### config.mk
export PLATFORM = sky130hd
export DESIGN_NAME = stomp_unit
export DESIGN_NICKNAME = d
export VERILOG_FILES = /design/src/common/stomp_pkg.sv /design/src/stomp/front_stomp.sv /design/src/stomp/rob_stomp.sv /design/src/stomp/stomp_unit.sv /design/src/stomp/stream_dep_table.sv
export SDC_FILE = /design/constraint.sdc
export NUM_CORES = 1
export LEC_CHECK = 0
export ABC_CLOCK_PERIOD_IN_PS = 8400
export BUFFER_PORTS_ARGS = -buffer_cell sky130_fd_sc_hd__buf_2
export CORE_MARGIN = 2
export CORE_UTILIZATION = 45
export CTS_CLUSTER_DIAMETER = 200
export DETAILED_ROUTE_END_ITERATION = 16
export PLACE_DENSITY = 0.68
export SETUP_SLACK_MARGIN = 0.02
export SLEW_MARGIN = 40
export SYNTH_ARGS = -nofsm -noshare
export SYNTH_HDL_FRONTEND = slang
export SYNTH_SLANG_ARGS = --single-unit
### constraint.sdc
create_clock -name clk2x -period 8.4 [get_ports clk2x]
set_clock_uncertainty 0.15 [all_clocks]
set_input_delay 1.68 -clock clk2x [delete_from_list [all_inputs] [get_ports clk2x]]
set_output_delay 1.68 -clock clk2x [all_outputs]
set_load 0.05 [all_outputs]
### src/common/stomp_pkg.sv
// stomp package
// default sizes, pc and rob entry layouts, stage and flush state encodings
// shared by the front-end flush logic and the rob kill mask
package stomp_pkg;

	// --------------------------------------------------
	// default sizes, the top level may override these
	// --------------------------------------------------
	// execution streams, stream 0 means no stream
	localparam int XSTREAMS = 8;
	localparam int ROB_ENTRIES = 16;
	// keep same-group entries alive as copy targets
	localparam bit SUPPORT_BACKOUT = 1'b1;
	// align, fetch, extract, micro-op, decode, rename
	localparam int NSTAGES = 6;
	// fetch target after reset
	localparam logic [31:0] RSTPC = 32'hFFFC_0000;

	// --------------------------------------------------
	// types
	// --------------------------------------------------
	typedef logic [2:0] stream_t;

	// pc tagged with the stream that fetched it
	typedef struct packed {
		stream_t stream;
		logic [31:0] pc;
	} pc_ext_t;

	// the rob fields the kill logic looks at
	typedef struct packed {
		logic v;
		// sequence number, larger is younger
		logic [7:0] sn;
		stream_t stream;
		// fetch group the entry came in with
		logic [5:0] grp;
		// conditional branch
		logic br;
		// call or jump
		logic cjb;
	} rob_entry_t;

	// one stream fork, parent spawned child
	typedef struct packed {
		logic v;
		stream_t parent;
		stream_t child;
	} dep_write_t;

	// front-end stage order, used as an index into stage arrays
	typedef enum logic [2:0] {
		aln,
		fet,
		ext,
		mot,
		dec,
		ren
	} stage_e;

	// flush in progress tracking
	typedef enum logic {
		idle,
		flushing
	} flush_state_e;

endpackage

### src/stomp/front_stomp.sv
// front-end stomp
// detects the start of a flush, walks the redirect target down the stages
// and keeps each stage stomped until the target shows up there
// also produces the two queue-stage stomps that follow rename
module front_stomp #(
	parameter int XSTREAMS = stomp_pkg::XSTREAMS
) (
	input  logic clk2x,
	input  logic rst,
	input  logic branchmiss,
	input  logic found_destination,
	input  logic advance,
	input  logic advance_seg2,
	input  stomp_pkg::pc_ext_t misspc,
	input  stomp_pkg::pc_ext_t [stomp_pkg::NSTAGES-1:0] stage_pc,
	input  logic [XSTREAMS-1:0] stomped,
	output logic [stomp_pkg::NSTAGES-1:0] stage_stomp,
	output logic stomp_que,
	output logic stomp_quem
);

	localparam int NS = stomp_pkg::NSTAGES;

	logic flush;
	logic flush_q;
	logic flush_start;
	// expected pc per stage, slot i lines up with stage i
	stomp_pkg::pc_ext_t [NS-1:0] tgt;
	// align has no sticky flag, it only sees the flush start
	logic [NS-1:1] sticky;
	logic [NS-1:0] armed;
	// per stage advance, rename moves with the back half
	logic [NS-1:1] adv;
	logic [NS-1:1] clr;
	logic quem_r;

	// --------------------------------------------------
	// flush start
	// --------------------------------------------------
	// branch missed and the target is not already in the rob
	assign flush = branchmiss & ~found_destination;
	// rising edge only, a held miss starts one flush
	assign flush_start = flush & ~flush_q;

	always_ff @(posedge clk2x) begin
		if (rst) begin
			flush_q <= 1'b0;
		end else begin
			flush_q <= flush;
		end
	end

	// --------------------------------------------------
	// redirect target delay line
	// --------------------------------------------------
	always_ff @(posedge clk2x) begin
		if (rst) begin
			for (int i = 0; i < NS; i++) begin
				tgt[i].stream <= 3'd1;
				tgt[i].pc <= stomp_pkg::RSTPC;
			end
		end else begin
			if (flush_start) begin
				tgt[0] <= misspc;
			end
			if (advance | flush_start) begin
				for (int i = 1; i < NS; i++) begin
					tgt[i] <= tgt[i-1];
				end
			end
		end
	end

	// --------------------------------------------------
	// stomp waterfall
	// --------------------------------------------------
	assign armed = {sticky, 1'b0} | {NS{flush_start}};
	// ren is the last stage and takes the seg2 strobe
	assign adv = {advance_seg2, {(NS-2){advance}}};

	always_comb begin
		for (int i = 0; i < NS; i++) begin
			// dependent stream, or wrong pc while the flush is armed
			stage_stomp[i] = stomped[stage_pc[i].stream] |
				(armed[i] & (stage_pc[i].pc != tgt[i].pc));
		end
		for (int i = 1; i < NS; i++) begin
			// target arrived here, or the stage behind is clean
			clr[i] = adv[i] & ((stage_pc[i].pc == tgt[i].pc) | ~stage_stomp[i-1]);
		end
	end

	always_ff @(posedge clk2x) begin
		if (rst) begin
			sticky <= '0;
		end else begin
			for (int i = 1; i < NS; i++) begin
				if (flush_start) begin
					sticky[i] <= 1'b1;
				end else if (clr[i]) begin
					sticky[i] <= 1'b0;
				end
			end
		end
	end

	// --------------------------------------------------
	// queue stomps
	// --------------------------------------------------
	// rename is done by now, these mark entries to drop from the queue
	always_ff @(posedge clk2x) begin
		if (rst) begin
			stomp_que <= 1'b0;
			quem_r <= 1'b0;
		end else begin
			if (advance_seg2 | flush_start) begin
				stomp_que <= stage_stomp[stomp_pkg::ren];
			end
			if (advance_seg2) begin
				quem_r <= stage_stomp[stomp_pkg::dec] | flush;
			end
		end
	end

	assign stomp_quem = flush_start | quem_r;

endmodule

### src/stomp/rob_stomp.sv
// rob stomp
// builds the registered per-entry kill mask for the re-order buffer from
// a resolved branch, plus every entry in a stream that is being stomped
module rob_stomp #(
	parameter int XSTREAMS = stomp_pkg::XSTREAMS,
	parameter int ROB_ENTRIES = stomp_pkg::ROB_ENTRIES,
	parameter bit SUPPORT_BACKOUT = stomp_pkg::SUPPORT_BACKOUT,
	localparam int RW = $clog2(ROB_ENTRIES)
) (
	input  logic clk2x,
	input  logic rst,
	input  logic branch_resolved,
	input  logic branchmiss,
	input  logic found_destination,
	input  logic missid_v,
	input  logic fcu_idv,
	input  logic takb,
	input  logic [RW-1:0] missid,
	input  logic [RW-1:0] destination_rndx,
	input  logic [RW-1:0] fcu_id,
	input  stomp_pkg::stream_t kept_stream,
	input  stomp_pkg::rob_entry_t [ROB_ENTRIES-1:0] rob,
	input  logic [XSTREAMS-1:0] stomped,
	output logic [ROB_ENTRIES-1:0] robentry_stomp
);

	stomp_pkg::rob_entry_t miss_e;
	stomp_pkg::rob_entry_t dest_e;
	stomp_pkg::rob_entry_t fcu_e;
	logic spare_en;
	logic [ROB_ENTRIES-1:0] kill;

	assign miss_e = rob[missid];
	assign dest_e = rob[destination_rndx];
	assign fcu_e = rob[fcu_id];

	// entries after the branch in its own fetch group
	// with backout they stay as copy targets for the register map
	always_comb begin
		if (SUPPORT_BACKOUT) begin
			spare_en = fcu_idv & (fcu_e.br | fcu_e.cjb);
		end else begin
			spare_en = fcu_idv & fcu_e.br & ~takb;
		end
	end

	always_comb begin
		for (int n = 0; n < ROB_ENTRIES; n++) begin
			kill[n] = 1'b0;
			if (branch_resolved) begin
				if (found_destination) begin
					// only the skipped range between branch and target
					kill[n] = (rob[n].sn > miss_e.sn) && (rob[n].sn < dest_e.sn);
				end else begin
					// everything younger that is off the kept stream
					kill[n] = branchmiss && missid_v && (rob[n].sn > miss_e.sn) &&
						(rob[n].stream != kept_stream);
				end
				if (spare_en && (rob[n].grp == fcu_e.grp) && (rob[n].sn > fcu_e.sn)) begin
					kill[n] = 1'b0;
				end
			end
			// dependent streams die regardless of branch state
			if (stomped[rob[n].stream]) begin
				kill[n] = 1'b1;
			end
		end
	end

	// wide fanout into the rat, so registered
	always_ff @(posedge clk2x) begin
		if (rst) begin
			robentry_stomp <= '0;
		end else begin
			robentry_stomp <= kill;
		end
	end

endmodule

### src/stomp/stomp_unit.sv
// stomp unit
// branch-miss flush for the core, front-end stage stomps and rob kill mask
// stream dependencies feed both halves
module stomp_unit #(
	parameter int XSTREAMS = stomp_pkg::XSTREAMS,
	parameter int ROB_ENTRIES = stomp_pkg::ROB_ENTRIES,
	parameter bit SUPPORT_BACKOUT = stomp_pkg::SUPPORT_BACKOUT,
	localparam int RW = $clog2(ROB_ENTRIES)
) (
	input  logic clk2x,
	input  logic rst,
	input  logic branchmiss,
	input  logic found_destination,
	input  logic branch_resolved,
	input  logic missid_v,
	input  logic fcu_idv,
	input  logic takb,
	input  logic advance,
	input  logic advance_seg2,
	input  logic free_v,
	input  stomp_pkg::pc_ext_t misspc,
	input  stomp_pkg::pc_ext_t [stomp_pkg::NSTAGES-1:0] stage_pc,
	input  logic [RW-1:0] missid,
	input  logic [RW-1:0] destination_rndx,
	input  logic [RW-1:0] fcu_id,
	input  stomp_pkg::rob_entry_t [ROB_ENTRIES-1:0] rob,
	input  stomp_pkg::stream_t kept_stream,
	input  stomp_pkg::stream_t free_stream,
	input  stomp_pkg::dep_write_t dep_wr,
	output logic [stomp_pkg::NSTAGES-1:0] stage_stomp,
	output logic stomp_que,
	output logic stomp_quem,
	output logic [ROB_ENTRIES-1:0] robentry_stomp
);

	// streams descended from the kept one
	logic [XSTREAMS-1:0] stomped;

	stream_dep_table #(
		.XSTREAMS(XSTREAMS)
	) u_dep (
		.clk2x(clk2x),
		.rst(rst),
		.dep_wr(dep_wr),
		.free_v(free_v),
		.free_stream(free_stream),
		.kept_stream(kept_stream),
		.stomped(stomped)
	);

	front_stomp #(
		.XSTREAMS(XSTREAMS)
	) u_front (
		.clk2x(clk2x),
		.rst(rst),
		.branchmiss(branchmiss),
		.found_destination(found_destination),
		.advance(advance),
		.advance_seg2(advance_seg2),
		.misspc(misspc),
		.stage_pc(stage_pc),
		.stomped(stomped),
		.stage_stomp(stage_stomp),
		.stomp_que(stomp_que),
		.stomp_quem(stomp_quem)
	);

	rob_stomp #(
		.XSTREAMS(XSTREAMS),
		.ROB_ENTRIES(ROB_ENTRIES),
		.SUPPORT_BACKOUT(SUPPORT_BACKOUT)
	) u_rob (
		.clk2x(clk2x),
		.rst(rst),
		.branch_resolved(branch_resolved),
		.branchmiss(branchmiss),
		.found_destination(found_destination),
		.missid_v(missid_v),
		.fcu_idv(fcu_idv),
		.takb(takb),
		.missid(missid),
		.destination_rndx(destination_rndx),
		.fcu_id(fcu_id),
		.kept_stream(kept_stream),
		.rob(rob),
		.stomped(stomped),
		.robentry_stomp(robentry_stomp)
	);

endmodule

### src/stomp/stream_dep_table.sv
// stream dependency table
// records which streams were forked from which and registers the mask
// of streams that descend from the stream being kept
module stream_dep_table #(
	parameter int XSTREAMS = stomp_pkg::XSTREAMS
) (
	input  logic clk2x,
	input  logic rst,
	input  stomp_pkg::dep_write_t dep_wr,
	input  logic free_v,
	input  stomp_pkg::stream_t free_stream,
	input  stomp_pkg::stream_t kept_stream,
	output logic [XSTREAMS-1:0] stomped
);

	// row = parent, bit = child
	logic [XSTREAMS-1:0] dep [XSTREAMS];
	// descendants of the kept stream, before the register
	logic [XSTREAMS-1:0] desc;

	// row of the kept stream, minus the stream itself
	// stream 0 is not a real stream so nothing descends from it
	always_comb begin
		desc = '0;
		if (kept_stream != '0) begin
			desc = dep[kept_stream];
			desc[kept_stream] = 1'b0;
		end
	end

	always_ff @(posedge clk2x) begin
		if (rst) begin
			for (int r = 0; r < XSTREAMS; r++) begin
				dep[r] <= '0;
			end
			stomped <= '0;
		end else begin
			// a released stream loses its row and its column
			if (free_v) begin
				dep[free_stream] <= '0;
				for (int r = 0; r < XSTREAMS; r++) begin
					dep[r][free_stream] <= 1'b0;
				end
			end
			// fork write after the free, so a same-cycle fork wins
			if (dep_wr.v) begin
				dep[dep_wr.parent][dep_wr.child] <= 1'b1;
			end
			// registered, dependent stomps show up one cycle later
			stomped <= desc;
		end
	end

endmodule

==> impl_metrics.ini <==
[power_and_ir_drop]
p_int_w = 0.00294
seq_power_share_pct = 29.4
vdd_drop_max_uv = 139
p_switching_w = 0.00183
p_per_area_nw_per_um2 = 144
power.leakage_nw = 14.4
p_clk_share_pct = 28.9
power.share.combinational_pct = 41.7
swShare_pct = 38.3

[clock_network]
cts_resized = 0
clockBufferDepth = 3
root_buffer = clkbuf_16
cts_tree = done
cts-htree-levels = 1
cts_buffers = 31
cts_sinks = 273
clk_pin_slew_ns = 0.08
cts_hold_buf = 0
cts_setup_buffers = 0
clock_latency_ns = 0.59

[setup_path]
crit_arrival_ns = 6.27
rr_worst_depth = 6
r2r-start = u_dep.stomped[6]$_SDFF_PP0_
crit_path_end_kind = flop
r2r_end = u_rob.robentry_stomp[10]$_SDFF_PP0_
cp_data_required_time_ns = 8.72
critPathCapture = u_rob.robentry_stomp[5]$_SDFF_PP0_
reg2reg_slack_ns = 5.02
worstSetupStartpointType = input port
path_class = input port to flop
cp_max_fo = 34
crit_path_start = fcu_id[3]

[layout]
layout-drive-gt1-share_pct = 25.7
nNetsFinal = 4550
area_growth_pct = 17.2
fillers = 5790
final_cells = 4470

[logic_synthesis]
yosys_warnings = 0
synth_edf_count = 0
synth-async-reset-ratio_pct = 0
synth_top_cell_by_area = dfxtp_1
syn_area_um2 = 28200
synth-main-ff-cell = dfxtp_1
synth-adder-area-share_pct = 16.3
yosys.area_share.simple_pct = 16.9
synth_compound_area_share_pct = 14.7
synthTopCellsByArea = dfxtp_1 (19%), ha_1 (16%), mux4_2 (14%), xor2_1 (7.6%), nand2_1 (5.7%)
ys_seq_area_share_pct = 19.4
synth_top_area_share_pct = 19.4
synthesis.nets = 4038
avgSynthCellArea_um2 = 9.18
synth.ff_latch_count = 273
synth_top_family_by_area = multiplexers
synth_common_cells = nand2_1 (431), ha_1 (368), dfxtp_1 (273), a21oi_1 (247), xor2_1 (246)
synth-xor-area-share_pct = 11.8
synth_most_common_cell = nand2_1
synthMuxAreaShare_pct = 17.3
yosysUniqueCellTypes = 79
synth_cells = 3069

[placement]
port_buffers = 604
place_ws_ns = 2.15
place.gp.congestion = 1.05
placed_cells = 4382
place.detailed.hpwl_um = 95800

[sta]
setup_tns_ns = 0
maxSlewViolCount = 0
rsz0062_at_grt = false
max-slew-margin-rel_pct = 37.5
tightest_slew_ns = 0.932
fin_crit_sh_pct = 70.8
fmax_mhz = 168
hold_viol = 0
setup_viol = 0
finalCriticalPeriod_ns = 5.95
setup_slack_ns = 2.45

[route]
via_per_inst = 6.31
vias = 28200
postRouteAntennaNets = 0
drt-met1-wl_um = 46200
wirelength_um = 122000
dr.pass1.iters = 6
wl_per_cell_um = 27.4
drtIter0Drc = 3359
met3_length_um = 14400
drc = 0
met2WireLength_um = 53500
top_layer = met5

[die]
die_y_um = 254
fp-row-count = 91
die_width_um = 254
initial_utilization_pct = 45.6
boundaryPins = 625
die_area_um2 = 64700
core_um2 = 61800

[run]
drv_cap = 0

[grt]
grt_pass1_vias = 26500
gr-total-overflow = 0
antenna_found_initial = 31
track_usage_pct = 36.4
grt_max_degree = 130
grt_pass1_wl_um = 174000

[min_path]
holdPathStages = 2
min_path_type = flop to flop

[run_status]
status = complete, no violations
power groups by stage:
stage	Combinational (W)	Sequential (W)	Clock, W
after floorplan	0.00122	0.00142	0
after global placement	0.00188	0.00143	0
after detailed placement	0.00192	0.00143	0
after CTS	0.00193	0.00140	0.00139
after global routing	0.00216	0.00141	0.00144
final	0.00199	0.00140	0.00138
flip-flops by register name (all words and copies together) (netlist names):
signal,cells
u_dep.dep,49
u_dep.stomped,8
u_front.flush_q,1
u_front.quem_r,1
u_front.sticky,5
u_front.stomp_que,1
u_front.tgt,192
u_rob.robentry_stomp,16
routing by layer:
layer / up-vias / track usage [%]
met5: - / 0
met4: 20 / 20.9
li1: 12600 / -
met2: 1894 / 55.7
met1: 13200 / 45.5
met3: 415 / 10.8
cell type report:
type / count / area [µm²] / area share (%)
multi-input combinational: 2580 / 21800 / 66.1
sequential: 273 / 5470 / 16.6
timing repair buffer: 646 / 3400 / 10.3
tap: 837 / 1050 / 3.17
clock buffer: 46 / 912 / 2.76
inverter: 49 / 184 / 0.557
clock inverter: 11 / 115 / 0.349
antenna: 28 / 70.1 / 0.212
cell usage in the layout, fill, tap and decap left out, drive strengths merged, types with 17 or more instances in the layout:
cell type,Yosys,routed
nand2b,31,31
nor4,51,51
diode,0,28
nor2b,51,51
mux2i,39,39
buf,56,646
clkbuf,111,46
a21oi,247,247
ha,368,368
xnor2,132,132
nor2,88,88
nand4,102,102
nor3,49,49
a31oi,30,30
o211ai,22,22
a32o,47,47
mux4,192,192
a21o,73,73
nand2,431,431
inv,49,50
dfxtp,273,273
xor2,246,246
a211oi,19,19
o21ai,102,102
o22ai,17,17
nand3b,86,86
worst min path at each step:
stage	to	slack (ns)	start
after global placement	u_front.tgt[188]$_SDFFE_PP0P_	0.30	u_front.tgt[188]$_SDFFE_PP0P_
final	u_front.tgt[191]$_SDFFE_PP0P_	0.31	u_front.tgt[191]$_SDFFE_PP0P_
after floorplan	u_dep.dep[5][7]$_DFF_P_	0.29	u_dep.dep[5][7]$_DFF_P_
after CTS	u_front.tgt[182]$_SDFFE_PP0P_	0.31	u_front.tgt[182]$_SDFFE_PP0P_
after detailed placement	u_front.tgt[182]$_SDFFE_PP0P_	0.31	u_front.tgt[182]$_SDFFE_PP0P_
after global routing	u_front.tgt[178]$_SDFFE_PP0P_	0.34	u_front.tgt[178]$_SDFFE_PP0P_
critical path: stages:
cell,delay (ns)
buf_2,0.59
inv_2,0.50
mux4_2,0.47
clkinv_1,0.72
ha_1,0.67
nand4_1,0.10
nor2_1,0.12
a21oi_1,0.14
o221ai_1,0.13
a2111oi_1,0.36
nand4_1,0.45
a2bb2oi_1,0.28
kinds of logic after synthesis:
logic type,Yosys count
xor+xnor,378
compound gates,642
fa+ha+maj,368
simple gates,956
flops,273
buf+inv,216
mux,236
metrics by stage:
step	power (W)	util [%]	hold WS [ns]	area, µm²
6_report	0.00477	53.4	0.314	33000
5_1_grt	0.00501	53.4	0.335	33000
4_1_cts	0.00472	53.2	0.313	32900
3_5_place_dp	0.00335	51.5	0.306	31900
3_3_place_gp	0.00331	51.4	0.301	31800
2_1_floorplan	0.00264	-	0.287	28200
Note: power is estimated with default switching activity, not from simulation.
